===== config.mk =====
export PLATFORM = sky130hd
export DESIGN_NAME = la_top
export DESIGN_NICKNAME = d
export VERILOG_FILES = /design/src/rtl/la_pkg.sv /design/src/rtl/capture_ctrl.sv /design/src/rtl/cmd_decoder.sv /design/src/rtl/la_top.sv /design/src/rtl/reply_encoder.sv /design/src/rtl/sample_mem.sv /design/src/rtl/trigger_unit.sv /design/src/rtl/uart_rx.sv /design/src/rtl/uart_tx.sv
export SDC_FILE = /design/constraint.sdc
export NUM_CORES = 1
export LEC_CHECK = 0
export BUFFER_PORTS_ARGS = -buffer_cell sky130_fd_sc_hd__clkbuf_2
export CAP_MARGIN = 5
export CORE_MARGIN = 2
export CORE_UTILIZATION = 61
export CTS_CLUSTER_DIAMETER = 40
export CTS_CLUSTER_SIZE = 25
export DETAILED_ROUTE_END_ITERATION = 6
export GPL_ROUTABILITY_DRIVEN = 0
export PLACE_DENSITY = 0.89
export SYNTH_ARGS = -nofsm -noshare
export SYNTH_HDL_FRONTEND = slang
export SYNTH_SLANG_ARGS = --single-unit

===== constraint.sdc =====
create_clock -name clk -period 10.3 [get_ports clk]
set_clock_uncertainty 0.1 [all_clocks]
set_input_delay 2.06 -clock clk [delete_from_list [all_inputs] [get_ports clk]]
set_output_delay 2.06 -clock clk [all_outputs]
set_load 0.05 [all_outputs]

===== src/rtl/la_pkg.sv =====
package la_pkg;

    localparam int BUS_W = 16;

    // one bus transaction, handed from stage to stage
    typedef struct packed {
        logic             valid;
        logic             rw;
        logic [BUS_W-1:0] addr;
        logic [BUS_W-1:0] data;
    } bus_req_t;

    // capture controller registers
    localparam logic [BUS_W-1:0] ADDR_STATE    = 16'd0;
    localparam logic [BUS_W-1:0] ADDR_TRIG_LOC = 16'd1;
    localparam logic [BUS_W-1:0] ADDR_START    = 16'd2;
    localparam logic [BUS_W-1:0] ADDR_STOP     = 16'd3;
    localparam logic [BUS_W-1:0] ADDR_RD_PTR   = 16'd4;
    localparam logic [BUS_W-1:0] ADDR_WR_PTR   = 16'd5;

    // trigger unit registers
    localparam logic [BUS_W-1:0] ADDR_TRIG_OP  = 16'd6;
    localparam logic [BUS_W-1:0] ADDR_TRIG_ARG = 16'd7;

    // sample k sits at ADDR_SAMPLE_BASE + k
    localparam logic [BUS_W-1:0] ADDR_SAMPLE_BASE = 16'd8;

    typedef enum logic [3:0] {
        DISABLE, RISING, FALLING, CHANGING, GT, LT, GEQ, LEQ, EQ, NEQ
    } trig_op_e;

    typedef enum logic [3:0] {
        IDLE             = 4'd0,
        MOVE_TO_POSITION = 4'd1,
        IN_POSITION      = 4'd2,
        CAPTURING        = 4'd3,
        CAPTURED         = 4'd4
    } cap_state_e;

    localparam logic [7:0] CHAR_R  = 8'h52;
    localparam logic [7:0] CHAR_W  = 8'h57;
    localparam logic [7:0] CHAR_D  = 8'h44;
    localparam logic [7:0] CHAR_CR = 8'h0D;
    localparam logic [7:0] CHAR_LF = 8'h0A;

endpackage


===== src/rtl/capture_ctrl.sv =====
`timescale 1ns/1ps

module capture_ctrl #(
    parameter int SAMPLE_DEPTH = 32
) (
    input  logic                            clk,
    input  logic                            rst_i,
    input  la_pkg::bus_req_t                req_i,
    input  logic                            trig_i,
    output la_pkg::bus_req_t                req_o,
    output logic [$clog2(SAMPLE_DEPTH)-1:0] wr_addr_o,
    output logic                            wr_en_o
);

    import la_pkg::*;

    localparam int AW = $clog2(SAMPLE_DEPTH);

    cap_state_e    state;
    logic [AW-1:0] trigger_loc;
    logic [AW-1:0] rd_ptr;
    logic [AW-1:0] wr_ptr;
    logic          request_start;
    logic          request_stop;
    logic          start_q;
    logic          stop_q;

    assign wr_addr_o = wr_ptr;
    // capturing stops writing once the write pointer catches the oldest sample
    assign wr_en_o = (state == MOVE_TO_POSITION) || (state == IN_POSITION) ||
                     (state == CAPTURING && wr_ptr != rd_ptr);

    // register block
    always_ff @(posedge clk) begin
        if (rst_i) begin
            req_o         <= '0;
            trigger_loc   <= '0;
            request_start <= 1'b0;
            request_stop  <= 1'b0;
        end else begin
            req_o <= req_i;
            if (req_i.valid && req_i.rw) begin
                case (req_i.addr)
                    ADDR_TRIG_LOC: trigger_loc   <= req_i.data[AW-1:0];
                    ADDR_START:    request_start <= req_i.data[0];
                    ADDR_STOP:     request_stop  <= req_i.data[0];
                    default:       ;
                endcase
            end else if (req_i.valid) begin
                case (req_i.addr)
                    ADDR_STATE:    req_o.data <= BUS_W'(state);
                    ADDR_TRIG_LOC: req_o.data <= BUS_W'(trigger_loc);
                    ADDR_START:    req_o.data <= BUS_W'(request_start);
                    ADDR_STOP:     req_o.data <= BUS_W'(request_stop);
                    ADDR_RD_PTR:   req_o.data <= BUS_W'(rd_ptr);
                    ADDR_WR_PTR:   req_o.data <= BUS_W'(wr_ptr);
                    default:       ;
                endcase
            end
        end
    end

    always_ff @(posedge clk) begin
        if (rst_i) begin
            state   <= IDLE;
            rd_ptr  <= '0;
            wr_ptr  <= '0;
            start_q <= 1'b0;
            stop_q  <= 1'b0;
        end else begin
            start_q <= request_start;
            stop_q  <= request_stop;
            case (state)
                IDLE: begin
                    rd_ptr <= '0;
                    wr_ptr <= '0;
                    if (request_start && !start_q) begin
                        state <= MOVE_TO_POSITION;
                    end
                end
                MOVE_TO_POSITION: begin
                    // fill the pre-trigger part of the buffer
                    wr_ptr <= wr_ptr + 1'b1;
                    if (wr_ptr == trigger_loc) begin
                        state <= trig_i ? CAPTURING : IN_POSITION;
                    end
                end
                IN_POSITION: begin
                    // rolling window, the oldest sample moves with the newest
                    wr_ptr <= wr_ptr + 1'b1;
                    rd_ptr <= rd_ptr + 1'b1;
                    if (trig_i) begin
                        state <= CAPTURING;
                    end
                end
                CAPTURING: begin
                    if (wr_ptr == rd_ptr) begin
                        state <= CAPTURED;
                    end else begin
                        wr_ptr <= wr_ptr + 1'b1;
                    end
                end
                default: ;
            endcase
            // stop wins over everything else
            if (request_stop && !stop_q) begin
                state <= IDLE;
            end
        end
    end

endmodule


===== src/rtl/cmd_decoder.sv =====
`timescale 1ns/1ps

module cmd_decoder (
    input  logic             clk,
    input  logic             rst_i,
    input  logic [7:0]       byte_i,
    input  logic             byte_valid_i,
    output la_pkg::bus_req_t req_o
);

    import la_pkg::*;

    typedef enum logic [1:0] {DEC_IDLE, DEC_READ, DEC_WRITE} dec_state_e;

    dec_state_e  state;
    logic [3:0]  byte_cnt;
    logic [3:0]  digits_needed;
    logic [31:0] digits;
    logic        is_term;

    // only uppercase hex is accepted
    function automatic logic is_hex(input logic [7:0] c);
        return (c >= 8'h30 && c <= 8'h39) || (c >= 8'h41 && c <= 8'h46);
    endfunction

    function automatic logic [3:0] hex_val(input logic [7:0] c);
        if (c <= 8'h39) begin
            return c[3:0];
        end
        return c[3:0] + 4'd9;
    endfunction

    assign is_term       = (byte_i == CHAR_CR) || (byte_i == CHAR_LF);
    assign digits_needed = (state == DEC_WRITE) ? 4'd8 : 4'd4;

    always_ff @(posedge clk) begin
        if (rst_i) begin
            state    <= DEC_IDLE;
            byte_cnt <= '0;
            req_o    <= '0;
        end else begin
            req_o.valid <= 1'b0;
            if (byte_valid_i) begin
                if (state == DEC_IDLE) begin
                    byte_cnt <= '0;
                    if (byte_i == CHAR_R) begin
                        state <= DEC_READ;
                    end else if (byte_i == CHAR_W) begin
                        state <= DEC_WRITE;
                    end
                end else if (byte_cnt != digits_needed) begin
                    if (is_hex(byte_i)) begin
                        byte_cnt <= byte_cnt + 1'b1;
                    end else begin
                        state <= DEC_IDLE;
                    end
                end else begin
                    // all digits in, only a terminator issues the transaction
                    state <= DEC_IDLE;
                    if (is_term) begin
                        req_o.valid <= 1'b1;
                        req_o.rw    <= (state == DEC_WRITE);
                        req_o.addr  <= (state == DEC_WRITE) ? digits[31:16] : digits[15:0];
                        req_o.data  <= (state == DEC_WRITE) ? digits[15:0] : '0;
                    end
                end
            end
        end
    end

    // nibbles shift in, the last four digits land in the low half
    always_ff @(posedge clk) begin
        if (byte_valid_i && state != DEC_IDLE && is_hex(byte_i)) begin
            digits <= {digits[27:0], hex_val(byte_i)};
        end
    end

endmodule


===== src/rtl/la_top.sv =====
`timescale 1ns/1ps

module la_top #(
    parameter int CLOCKS_PER_BAUD = 8,
    parameter int SAMPLE_DEPTH    = 32,
    parameter int PROBE_W         = 16
) (
    input  logic               clk,
    input  logic               rst_i,
    input  logic               rx_i,
    input  logic [PROBE_W-1:0] probe_i,
    output logic               tx_o
);

    import la_pkg::*;

    logic [7:0]                      rx_byte;
    logic                            rx_valid;
    bus_req_t                        dec_req;
    bus_req_t                        cap_req;
    bus_req_t                        trg_req;
    bus_req_t                        mem_req;
    logic                            trig;
    logic [$clog2(SAMPLE_DEPTH)-1:0] wr_addr;
    logic                            wr_en;
    logic [7:0]                      tx_byte;
    logic                            tx_start;
    logic                            tx_done;

    uart_rx #(.CLOCKS_PER_BAUD(CLOCKS_PER_BAUD)) u_uart_rx (
        .clk(clk), .rst_i(rst_i), .rx_i(rx_i),
        .byte_o(rx_byte), .byte_valid_o(rx_valid)
    );

    cmd_decoder u_cmd_decoder (
        .clk(clk), .rst_i(rst_i), .byte_i(rx_byte), .byte_valid_i(rx_valid),
        .req_o(dec_req)
    );

    capture_ctrl #(.SAMPLE_DEPTH(SAMPLE_DEPTH)) u_capture_ctrl (
        .clk(clk), .rst_i(rst_i), .req_i(dec_req), .trig_i(trig),
        .req_o(cap_req), .wr_addr_o(wr_addr), .wr_en_o(wr_en)
    );

    trigger_unit #(.PROBE_W(PROBE_W)) u_trigger_unit (
        .clk(clk), .rst_i(rst_i), .req_i(cap_req), .probe_i(probe_i),
        .req_o(trg_req), .trig_o(trig)
    );

    sample_mem #(.SAMPLE_DEPTH(SAMPLE_DEPTH), .PROBE_W(PROBE_W)) u_sample_mem (
        .clk(clk), .rst_i(rst_i), .req_i(trg_req), .probe_i(probe_i),
        .wr_addr_i(wr_addr), .wr_en_i(wr_en), .req_o(mem_req)
    );

    reply_encoder u_reply_encoder (
        .clk(clk), .rst_i(rst_i), .req_i(mem_req), .done_i(tx_done),
        .byte_o(tx_byte), .start_o(tx_start)
    );

    uart_tx #(.CLOCKS_PER_BAUD(CLOCKS_PER_BAUD)) u_uart_tx (
        .clk(clk), .rst_i(rst_i), .byte_i(tx_byte), .start_i(tx_start),
        .done_o(tx_done), .tx_o(tx_o)
    );

endmodule


===== src/rtl/reply_encoder.sv =====
`timescale 1ns/1ps

module reply_encoder (
    input  logic             clk,
    input  logic             rst_i,
    input  la_pkg::bus_req_t req_i,
    input  logic             done_i,
    output logic [7:0]       byte_o,
    output logic             start_o
);

    import la_pkg::*;

    localparam logic [2:0] LAST_BYTE = 3'd6;

    logic             busy;
    logic [2:0]       byte_cnt;
    logic [BUS_W-1:0] word;
    logic             last_ack;
    logic             take;

    function automatic logic [7:0] hex_char(input logic [3:0] n);
        return (n < 4'd10) ? (8'h30 + 8'(n)) : (8'h37 + 8'(n));
    endfunction

    assign start_o  = busy;
    assign last_ack = busy && done_i && (byte_cnt == LAST_BYTE);
    // a new read is only picked up when the encoder is free
    assign take     = req_i.valid && !req_i.rw && (!busy || last_ack);

    always_ff @(posedge clk) begin
        if (rst_i) begin
            busy     <= 1'b0;
            byte_cnt <= '0;
        end else begin
            if (busy && done_i) begin
                byte_cnt <= last_ack ? 3'd0 : byte_cnt + 1'b1;
            end
            if (take) begin
                busy <= 1'b1;
            end else if (last_ack) begin
                busy <= 1'b0;
            end
        end
    end

    always_ff @(posedge clk) begin
        if (take) begin
            word <= req_i.data;
        end
    end

    always_comb begin
        case (byte_cnt)
            3'd0:    byte_o = CHAR_D;
            3'd1:    byte_o = hex_char(word[15:12]);
            3'd2:    byte_o = hex_char(word[11:8]);
            3'd3:    byte_o = hex_char(word[7:4]);
            3'd4:    byte_o = hex_char(word[3:0]);
            3'd5:    byte_o = CHAR_CR;
            default: byte_o = CHAR_LF;
        endcase
    end

endmodule


===== src/rtl/sample_mem.sv =====
`timescale 1ns/1ps

module sample_mem #(
    parameter int SAMPLE_DEPTH = 32,
    parameter int PROBE_W      = 16
) (
    input  logic                            clk,
    input  logic                            rst_i,
    input  la_pkg::bus_req_t                req_i,
    input  logic [PROBE_W-1:0]              probe_i,
    input  logic [$clog2(SAMPLE_DEPTH)-1:0] wr_addr_i,
    input  logic                            wr_en_i,
    output la_pkg::bus_req_t                req_o
);

    import la_pkg::*;

    localparam int AW = $clog2(SAMPLE_DEPTH);

    logic [PROBE_W-1:0] mem [SAMPLE_DEPTH];
    logic [PROBE_W-1:0] rd_q;
    logic [BUS_W-1:0]   offset;
    logic               hit;
    logic               hit_q;
    bus_req_t           pipe_q;

    assign offset = req_i.addr - ADDR_SAMPLE_BASE;
    assign hit    = req_i.valid && !req_i.rw && req_i.addr >= ADDR_SAMPLE_BASE &&
                    offset < SAMPLE_DEPTH;

    // capture writes on one side, bus reads on the other
    always_ff @(posedge clk) begin
        if (wr_en_i) begin
            mem[wr_addr_i] <= probe_i;
        end
        rd_q <= mem[offset[AW-1:0]];
    end

    // the transaction waits beside the read so the data lines up
    always_ff @(posedge clk) begin
        if (rst_i) begin
            pipe_q <= '0;
            hit_q  <= 1'b0;
            req_o  <= '0;
        end else begin
            pipe_q <= req_i;
            hit_q  <= hit;
            req_o  <= pipe_q;
            if (hit_q) begin
                req_o.data <= BUS_W'(rd_q);
            end
        end
    end

endmodule


===== src/rtl/trigger_unit.sv =====
`timescale 1ns/1ps

module trigger_unit #(
    parameter int PROBE_W = 16
) (
    input  logic               clk,
    input  logic               rst_i,
    input  la_pkg::bus_req_t   req_i,
    input  logic [PROBE_W-1:0] probe_i,
    output la_pkg::bus_req_t   req_o,
    output logic               trig_o
);

    import la_pkg::*;

    trig_op_e           op;
    logic [PROBE_W-1:0] arg;
    logic [PROBE_W-1:0] probe_q;

    always_ff @(posedge clk) begin
        if (rst_i) begin
            req_o   <= '0;
            op      <= DISABLE;
            arg     <= '0;
            probe_q <= '0;
        end else begin
            req_o   <= req_i;
            probe_q <= probe_i;
            if (req_i.valid && req_i.rw) begin
                case (req_i.addr)
                    ADDR_TRIG_OP:  op  <= trig_op_e'(req_i.data[3:0]);
                    ADDR_TRIG_ARG: arg <= req_i.data[PROBE_W-1:0];
                    default:       ;
                endcase
            end else if (req_i.valid) begin
                case (req_i.addr)
                    ADDR_TRIG_OP:  req_o.data <= BUS_W'(op);
                    ADDR_TRIG_ARG: req_o.data <= BUS_W'(arg);
                    default:       ;
                endcase
            end
        end
    end

    // edge ops look at the previous probe, relational ops at arg
    always_comb begin
        case (op)
            RISING:   trig_o = (probe_i > probe_q);
            FALLING:  trig_o = (probe_i < probe_q);
            CHANGING: trig_o = (probe_i != probe_q);
            GT:       trig_o = (probe_i > arg);
            LT:       trig_o = (probe_i < arg);
            GEQ:      trig_o = (probe_i >= arg);
            LEQ:      trig_o = (probe_i <= arg);
            EQ:       trig_o = (probe_i == arg);
            NEQ:      trig_o = (probe_i != arg);
            default:  trig_o = 1'b0;
        endcase
    end

endmodule


===== src/rtl/uart_rx.sv =====
`timescale 1ns/1ps

module uart_rx #(
    parameter int CLOCKS_PER_BAUD = 8
) (
    input  logic       clk,
    input  logic       rst_i,
    input  logic       rx_i,
    output logic [7:0] byte_o,
    output logic       byte_valid_o
);

    localparam int CNT_W = $clog2(2 * CLOCKS_PER_BAUD);
    localparam logic [3:0] BIT_STOP = 4'd9;

    logic             rx_meta;
    logic             rx_sync;
    logic [3:0]       bit_state;
    logic [CNT_W-1:0] baud_cnt;
    logic             baud_zero;

    assign baud_zero = (baud_cnt == '0);

    // line idles high, so the synchronizer resets to one
    always_ff @(posedge clk) begin
        if (rst_i) begin
            rx_meta <= 1'b1;
            rx_sync <= 1'b1;
        end else begin
            rx_meta <= rx_i;
            rx_sync <= rx_meta;
        end
    end

    // bit_state 0 is idle, 1..8 are data bits, 9 is the stop bit
    always_ff @(posedge clk) begin
        if (rst_i) begin
            bit_state    <= '0;
            baud_cnt     <= '0;
            byte_valid_o <= 1'b0;
        end else begin
            byte_valid_o <= 1'b0;
            if (bit_state == 4'd0) begin
                // start edge, wait until the middle of bit 0
                if (!rx_sync) begin
                    bit_state <= 4'd1;
                    baud_cnt  <= CNT_W'(CLOCKS_PER_BAUD + CLOCKS_PER_BAUD / 2 - 1);
                end
            end else if (baud_zero) begin
                if (bit_state == BIT_STOP) begin
                    bit_state    <= 4'd0;
                    byte_valid_o <= 1'b1;
                end else begin
                    bit_state <= bit_state + 1'b1;
                    baud_cnt  <= CNT_W'(CLOCKS_PER_BAUD - 1);
                end
            end else begin
                baud_cnt <= baud_cnt - 1'b1;
            end
        end
    end

    // lsb first, so shift in from the top
    always_ff @(posedge clk) begin
        if (baud_zero && bit_state != 4'd0 && bit_state != BIT_STOP) begin
            byte_o <= {rx_sync, byte_o[7:1]};
        end
    end

endmodule


===== src/rtl/uart_tx.sv =====
`timescale 1ns/1ps

module uart_tx #(
    parameter int CLOCKS_PER_BAUD = 8
) (
    input  logic       clk,
    input  logic       rst_i,
    input  logic [7:0] byte_i,
    input  logic       start_i,
    output logic       done_o,
    output logic       tx_o
);

    localparam int CNT_W = $clog2(CLOCKS_PER_BAUD);

    logic [CNT_W-1:0] baud_cnt;
    logic [3:0]       bit_idx;
    logic [8:0]       frame;

    always_ff @(posedge clk) begin
        if (rst_i) begin
            tx_o     <= 1'b1;
            done_o   <= 1'b1;
            baud_cnt <= '0;
            bit_idx  <= '0;
        end else if (start_i && done_o) begin
            // start bit goes out straight away
            tx_o     <= 1'b0;
            done_o   <= 1'b0;
            baud_cnt <= CNT_W'(CLOCKS_PER_BAUD - 1);
            bit_idx  <= '0;
        end else if (!done_o) begin
            baud_cnt <= baud_cnt - 1'b1;
            // done rises in the last cycle of the stop bit, so a held start chains
            done_o   <= (baud_cnt == CNT_W'(1)) && (bit_idx == 4'd9);
            if (baud_cnt == '0) begin
                baud_cnt <= CNT_W'(CLOCKS_PER_BAUD - 1);
                tx_o     <= frame[bit_idx];
                bit_idx  <= bit_idx + 1'b1;
            end
        end
    end

    // data bits then the stop bit
    always_ff @(posedge clk) begin
        if (start_i && done_o) begin
            frame <= {1'b1, byte_i};
        end
    end

endmodule


==> impl_summary.log, run 1 <==
[metrics] Die Y: 233 um
[metrics] Critical Path AT: 4.89 ns
[metrics] Worst Hold End: u_reply_encoder.word[15]$_DFFE_PP_
[metrics] r2r startpoint: u_capture_ctrl.wr_addr_o[3]$_SDFFE_PP0P_
[metrics] maximum clock frequency: 227 MHz
[metrics] diode insertion count for antenna repair: 0
[metrics] area growth from synthesis to final layout: 13.2%
[metrics] Net Sw Frac: 22.2%
[metrics] sequential cell fraction of total power: 49.8%
[metrics] critical path type: in2reg
[metrics] share of total power in the clock network: 48.3%
[metrics] number of violations reported at the end of detailed-routing iteration 0: 2581
[metrics] number of warnings printed during yosys synthesis: 0
[metrics] endpoint class of the critical path: register
[metrics] chip width: 233 um
[metrics] PortBufs: 19
[metrics] standard cell core area: 51500 um2
[metrics] number of global-route vias before repair: 18900
[metrics] Cell Rows: 83
[metrics] Worst Path Max Fanout: 35
[metrics] TNS Setup: 0 ns
[metrics] status: complete, no violations
[metrics] worst voltage drop across the vdd grid: 0.129 mV
[metrics] routed via count: 18600
[metrics] maximum count of clock buffers along a single path: 3
[metrics] routed wire length: 78600 um
[metrics] total routing usage reported by global routing: 29.6%
[metrics] DRC Markers: 0
[metrics] top flip-flop cell by instance count after synthesis: edfxtp_1
[metrics] clock tree from TritonCTS: done
[metrics] post-DP HPWL: 42900 um
[metrics] global-route congestion overflow total: 0
[metrics] depth of the worst register-to-register path: 8
[metrics] global-route wire length before repair: 117000 um
[metrics] antenna violations before repair: 0
[metrics] number of antenna-violating nets in the routed design: 0
[metrics] hold violation total from the final report: 0
[metrics] vias per cell: 6.60
[metrics] sequential-to-total area share from yosys stat: 69.3%
[metrics] H-tree depth reported by CTS: 3
[metrics] hold slack final: 0.285 ns
[metrics] post-synthesis cell count: 1993
[metrics] cell area power density: 196 nW/um2
[metrics] die area: 54200 um2
[metrics] Switch Pwr: 1.57 mW
[metrics] number of top-level pins: 20
[metrics] internal power: 5.52 mW
[metrics] Max transition margin: 14.7%
[metrics] flip-flop and latch count after synthesis: 818
[metrics] actual transition at the worst max-transition pin: 1.28 ns
[metrics] Post CTS Setup Buffer Count: 0
[metrics] setup slack of the most critical reg-to-reg path: 6.18 ns
[metrics] portion of the clock cycle consumed by the worst path in the final layout: 42.7%
[metrics] number of max-capacitance violations reported: 0
[metrics] layout cells sized above 1: 20.1%
[metrics] leakage: 11.9 nW
[metrics] post_cts resized: 0
[metrics] hold bufs inserted after CTS: 0
[metrics] CTS Root Buffer Type: clkbuf_16
[metrics] Data required, critical path: 10.79 ns
[metrics] FFs w/ async S/R, synth: 0%
[metrics] Critical R2R Capture: u_sample_mem.mem[14][5]$_DFFE_PP_
[metrics] pin count of the biggest net entering global routing: 136
[metrics] clock slew seen by the registers of the worst setup and hold paths: 0.07 ns
[metrics] RSZ-0062 raised after global routing: no
[metrics] cell depth of the worst min-delay path: 0
[metrics] total clock buffers created by CTS: 94
[metrics] post-synth net total: 2075
[metrics] post-synthesis cell area: 31900 um2
[metrics] logic gate share of total power: 1.8%
[metrics] count of TritonRoute iterations in the first routing pass: 6
[metrics] Startpoint Class: input pin
[metrics] Hold Path Origin: u_sample_mem.req_o[15]$_SDFF_PP0_
[metrics] Post-Syn Area per Cell: 16.0 um2
[metrics] Post-synth EDFFs: 575
[metrics] Sink Count: 818
[metrics] clock latency on the worst-skew pair: 0.67 ns
[metrics] Setup-failing EPs final: 0
[metrics] Hold WC Path Type: reg2reg
[metrics] starting utilization of the core area: 62.0%
[metrics] drt wl/cell: 27.8 um
[metrics] min cycle time layout: 4.40 ns
[metrics] final layout net count: 2146
[metrics] count of unique library cells instantiated by Yosys: 65
[metrics] final-report max-slew violation count: 0
==> critical path, cell delays in order <==
cell	delay (ns)
clkbuf_2	0.38
ha_1	0.53
nand4_1	0.19
nor4_1	0.79
xnor2_1	0.26
nor4b_1	0.37
nor3_1	0.10
a31oi_1	0.19
==> power by group through the flow <==
stage / registers, mW / clock network [mW] / logic [mW]
floorplan: 3.60 / 0 / 0.0697
global placement: 3.60 / 0 / 0.108
finish: 3.54 / 3.43 / 0.131
detailed placement: 3.61 / 0 / 0.122
CTS: 3.53 / 3.45 / 0.127
global route: 3.54 / 3.56 / 0.143
==> worst max path at each step <==
stage | startpoint | depth (start not counted) | endpoint
after floorplan | probe_i[1] | 8 | u_capture_ctrl.state[0]$_SDFFE_PP0P_
after global placement | probe_i[1] | 9 | u_capture_ctrl.state[0]$_SDFFE_PP0P_
after detailed placement | probe_i[13] | 8 | u_capture_ctrl.state[0]$_SDFFE_PP0P_
after CTS | probe_i[11] | 8 | u_capture_ctrl.state[0]$_SDFFE_PP0P_
after global routing | probe_i[11] | 8 | u_capture_ctrl.state[0]$_SDFFE_PP0P_
final | probe_i[11] | 8 | u_capture_ctrl.state[0]$_SDFFE_PP0P_
==> layout make-up <==
type	count	area, um2
timing repair buffer	68	473
clock inverter	66	752
clock buffer	109	2500
fill	2926	15400
tap	680	851
multi-input combinational	1010	9160
sequential	818	22100
inverter	72	270
==> flip-flops by register name, indices dropped and copies added (netlist names), 7 cells and up <==
register and count:
u_sample_mem.req_o 18, u_trigger_unit.arg 16, u_cmd_decoder.req_o 34, u_sample_mem.pipe_q 18, u_sample_mem.mem 512, u_uart_tx.frame 7, u_uart_rx.byte_o 8, u_trigger_unit.req_o 34
u_trigger_unit.probe_q 16, u_sample_mem.rd_q 16, u_capture_ctrl.req_o 34, u_cmd_decoder.digits 32, u_reply_encoder.word 16
==> layout by cell type (no fill, tap or decap), drive strengths merged, types with 4 or more instances in the layout <==
cell type | synthesis | layout
nor2b | 82 | 82
a21oi | 75 | 75
dfxtp | 243 | 243
nand3b | 5 | 5
o21ai | 28 | 28
a31oi | 7 | 7
xor2 | 13 | 13
nor2 | 168 | 168
or2 | 4 | 4
mux4 | 163 | 163
a21o | 6 | 6
mux2 | 18 | 18
nand3 | 51 | 51
inv | 72 | 104
and2 | 13 | 13
nand4 | 17 | 17
and3 | 4 | 4
clkbuf | 62 | 127
nor3 | 13 | 13
nand2 | 85 | 85
nor4b | 5 | 5
a311oi | 4 | 4
nor4 | 13 | 13
edfxtp | 575 | 575
o211ai | 4 | 4
nand2b | 11 | 11
clkinv | 0 | 21
or3 | 5 | 5
a22oi | 7 | 7
mux2i | 69 | 69
bufinv | 0 | 6
ha | 63 | 63
xnor2 | 15 | 15
a211oi | 23 | 23
clkinvlp | 0 | 7
buf | 31 | 50
==> through the flow <==
step	setup WS, ns	instances	utilization, %	power [mW]	area, um2
5_1_grt	5.84	2823	70.2	7.24	36200
6_report	5.90	2823	70.2	7.10	36200
3_5_place_dp	5.67	2647	63.8	3.73	32900
2_1_floorplan	6.52	1993	-	3.67	31900
3_3_place_gp	5.84	2647	63.8	3.71	32900
4_1_cts	6.03	2822	70.2	7.11	36100
==> routing by layer <==
metal	GRT usage (%)	vias up	routed length [um]
met5	0	-	0
met4	15.6	0	4280
met3	7.46	279	8580
met2	48.3	1253	38500
met1	36.6	9347	27200
li1	-	7748	-
==> logic make-up (layout without fill, tap and decap cells) <==
logic type	Yosys count	in the layout	synth area share [%]
AO/OA/AOI/OAI	183	183	3.63
XOR/XNOR	28	28	0.768
adder cells (fa/ha/maj)	63	63	2.47
buffers and inverters	165	315	2.09
AND/OR/NAND/NOR	486	486	7.48
flip-flops	818	818	69.3
multiplexers	250	250	14.3
==> Yosys cell counts (all sizes together), types with 3 or more instances <==
cell,n,area share (%)
clkbuf,62,0.73
nand3,51,0.80
inv,72,0.85
o211ai,4,0.094
mux2i,69,2.2
and2,13,0.25
dfxtp,243,15
a21oi,75,1.2
edfxtp,575,54
mux4,163,11
o221ai,3,0.082
a32oi,3,0.082
nor4b,5,0.14
nor2,168,2.0
or3,5,0.098
nand4,17,0.33
o21a,3,0.070
nand2b,11,0.22
xor2,13,0.36
o21ai,28,0.45
nor4,13,0.27
o22ai,3,0.059
a311oi,4,0.11
a31oi,7,0.14
nor3,13,0.22
xnor2,15,0.41
or2,4,0.078
a22oi,7,0.16
a211oi,23,0.54
nor2b,82,1.6
buf,31,0.52
nand2,85,1.0
nand3b,5,0.12
and3,4,0.078
mux2,18,0.63
a2111oi,3,0.10
ha,63,2.5
a21o,6,0.14
(Power assumes the default switching activity.)
==> run 2: changes to the inputs <==
- CORE_UTILIZATION: 61 -> 57
- PLACE_DENSITY: 0.89 -> 0.88
- clock period: 10.3 -> 3.98 ns (I/O delays scaled with it)
==> run 2 against run 1 <==
Compared with the run above: the run now ends with design-rule violations left; via count fell by 0.20%; sequential cell count stayed put; clock power rose to 2.6 times the previous value; clock-buffer cell count shrank 10; hold slack got worse by 0.035 ns; cell area grew 1.2%; largest power group unchanged; utilization decreased by 4.0 points; total power rose to 2.6 times the previous value; first-iteration DRC count is 12% lower.
==> impl_summary.log, run 2 (synthesis results as in run 1) <==
[metrics] Cell Rows: 86
[metrics] Die Y: 241 um
[metrics] leakage: 12.1 nW
[metrics] Max transition margin: 20.9%
[metrics] flip-flop count of the largest register, all copies and words added: 512
[metrics] maximum count of clock buffers along a single path: 3
[metrics] critical path's largest stage delay: 0.62 ns
[metrics] antenna violations before repair: 1
[metrics] Critical Path AT: 3.44 ns
[metrics] endpoint class of the critical path: register
[metrics] starting utilization of the core area: 57.8%
[metrics] Hold WC Path Type: in2reg
[metrics] Data required, critical path: 4.19 ns
[metrics] status: finished with violations
[metrics] actual transition at the worst max-transition pin: 1.19 ns
[metrics] setup slack of the most critical reg-to-reg path: 0.75 ns
[metrics] RSZ-0062 raised after global routing: no
[metrics] global-route congestion overflow total: 0
[metrics] highest-count cells in the layout ignoring fill and taps: edfxtp_1, dfxtp_1, nor2_1
[metrics] post_cts resized: 0
[metrics] number of top-level pins: 20
[metrics] register with the most flip-flops: u_sample_mem.mem
[metrics] r2r startpoint: u_capture_ctrl.wr_addr_o[2]$_SDFFE_PP0P_
[metrics] worst voltage drop across the vdd grid: 0.308 mV
[metrics] number of global-route vias before repair: 19200
[metrics] worst setup path endpoint: u_sample_mem.mem[30][9]$_DFFE_PP_
[metrics] critical path type: reg2reg
[metrics] clock slew seen by the registers of the worst setup and hold paths: 0.07 ns
[metrics] die area: 58000 um2
[metrics] min cycle time layout: 3.23 ns
[metrics] Critical R2R Capture: u_sample_mem.mem[30][9]$_DFFE_PP_
[metrics] routed via count: 18600
[metrics] standard cell core area: 55300 um2
[metrics] cell area power density: 502 nW/um2
[metrics] vias per cell: 6.37
[metrics] number of max-capacitance violations reported: 0
[metrics] total clock buffers created by CTS: 87
[metrics] H-tree depth reported by CTS: 3
[metrics] Setup-failing EPs final: 0
[metrics] violated checks: design-rule violations
[metrics] final layout net count: 2177
[metrics] pin count of the biggest net entering global routing: 87
[metrics] critical-path cell with the highest stage delay: dfxtp_1
[metrics] ordered list of cells on the worst path: xnor2_1 > nand3_1 > nor3_1 > a31oi_1 > o21a_1 > nand2_1 > nor2_1 > buf_4
[metrics] hold slack final: 0.250 ns
[metrics] most common library cell in the layout ignoring fill and taps: edfxtp_1
[metrics] hold violation total from the final report: 0
[metrics] post-DP HPWL: 46800 um
[metrics] DRC Markers: 3
[metrics] depth of the worst register-to-register path: 8
[metrics] launching element of the worst setup path: u_capture_ctrl.wr_addr_o[2]$_SDFFE_PP0P_
[metrics] Startpoint Class: register
[metrics] drt wl/cell: 27.3 um
[metrics] routed wire length: 79600 um
[metrics] global-route wire length before repair: 118000 um
[metrics] chip width: 241 um
[metrics] TNS Setup: 0 ns
[metrics] number of violations reported at the end of detailed-routing iteration 0: 2278
[metrics] final-report max-slew violation count: 0
[metrics] area growth from synthesis to final layout: 14.5%
[metrics] Post CTS Setup Buffer Count: 0
[metrics] Sink Count: 818
[metrics] PortBufs: 19
[metrics] maximum clock frequency: 310 MHz
[metrics] count of TritonRoute iterations in the first routing pass: 7
[metrics] number of antenna-violating nets in the routed design: 0
[metrics] hold bufs inserted after CTS: 0
[metrics] portion of the clock cycle consumed by the worst path in the final layout: 81.0%
[metrics] clock tree from TritonCTS: done
[metrics] clock latency on the worst-skew pair: 0.64 ns
[metrics] total routing usage reported by global routing: 28.1%
[metrics] layout cells sized above 1: 21.3%
[metrics] CTS Root Buffer Type: clkbuf_16
[metrics] Worst Path Max Fanout: 14
## run 2: cell types whose count changed in the layout (fill, tap and decap cells not counted), sizes merged
cell      previous run  this run
bufinv               6         7
clkinv              21        29
clkbuf             127       118
buf                 50        87
inv                104        97
clkinvlp             7         3
diode                0         1
## run 2: metal layers
metal / share of wire (%) / vias up / GRT usage [%]
li1: - / 7808 / -
met1: 34 / 9283 / 34.2
met2: 48 / 1215 / 45.7
met3: 11 / 282 / 7.79
met4: 5.9 / 2 / 15.9
met5: 0.016 / - / 0
## run 2: layout make-up
cell class                      instances  area (um2)
Antenna cell                            1        2.50
Clock buffer                           99        2400
Clock inverter                         64         860
Fill cell                            3378       18700
Inverter                               72         270
Multi-Input combinational cell       1010        9160
Sequential cell                       818       22100
Tap cell                              748         936
Timing Repair Buffer                  106         815
## run 2: where the power goes
part / internal, mW / switching (mW)
combinational: 0.107 / 0.257
sequential: 9.11 / 0.0298
clock: 5.05 / 3.80
total: 14.3 / 4.09
## run 2: worst min-delay path by stage
stage	from	to	slack [ns]	cells after the start
3_3_place_gp	u_sample_mem.req_o[7]$_SDFF_PP0_	u_reply_encoder.word[7]$_DFFE_PP_	0.29	0
5_1_grt	rx_i	u_uart_rx.rx_meta$_SDFF_PP1_	0.24	2
3_5_place_dp	u_sample_mem.req_o[11]$_SDFF_PP0_	u_reply_encoder.word[11]$_DFFE_PP_	0.29	0
4_1_cts	rx_i	u_uart_rx.rx_meta$_SDFF_PP1_	0.22	2
6_report	rx_i	u_uart_rx.rx_meta$_SDFF_PP1_	0.25	2
2_1_floorplan	u_sample_mem.req_o[0]$_SDFF_PP0_	u_reply_encoder.word[0]$_DFFE_PP_	0.29	0
## run 2: stage by stage
step           cell area (um2)  total power [mW]  util, %  std cells  worst slack, ns
2_1_floorplan            31900              9.50        -       1993            0.547
3_3_place_gp             33300              9.63     60.2       2753            0.984
3_5_place_dp             33300              9.67     60.2       2753            0.855
4_1_cts                  36600              18.4     66.1       2916            0.871
5_1_grt                  36600              18.8     66.2       2917            0.624
6_report                 36600              18.4     66.2       2918            0.755
## run 2: worst max-delay path, delay by kind of cell, from the launching register on
| family | cells | cell delay, ns |
|---|---|---|
| and+or+nand+nor | 4 | 0.85 |
| AOI/OAI and AO/OA | 2 | 0.83 |
| DFF | 1 | 0.62 |
| buffers and inverters | 1 | 0.37 |
| xor gates and xnor gates | 1 | 0.14 |
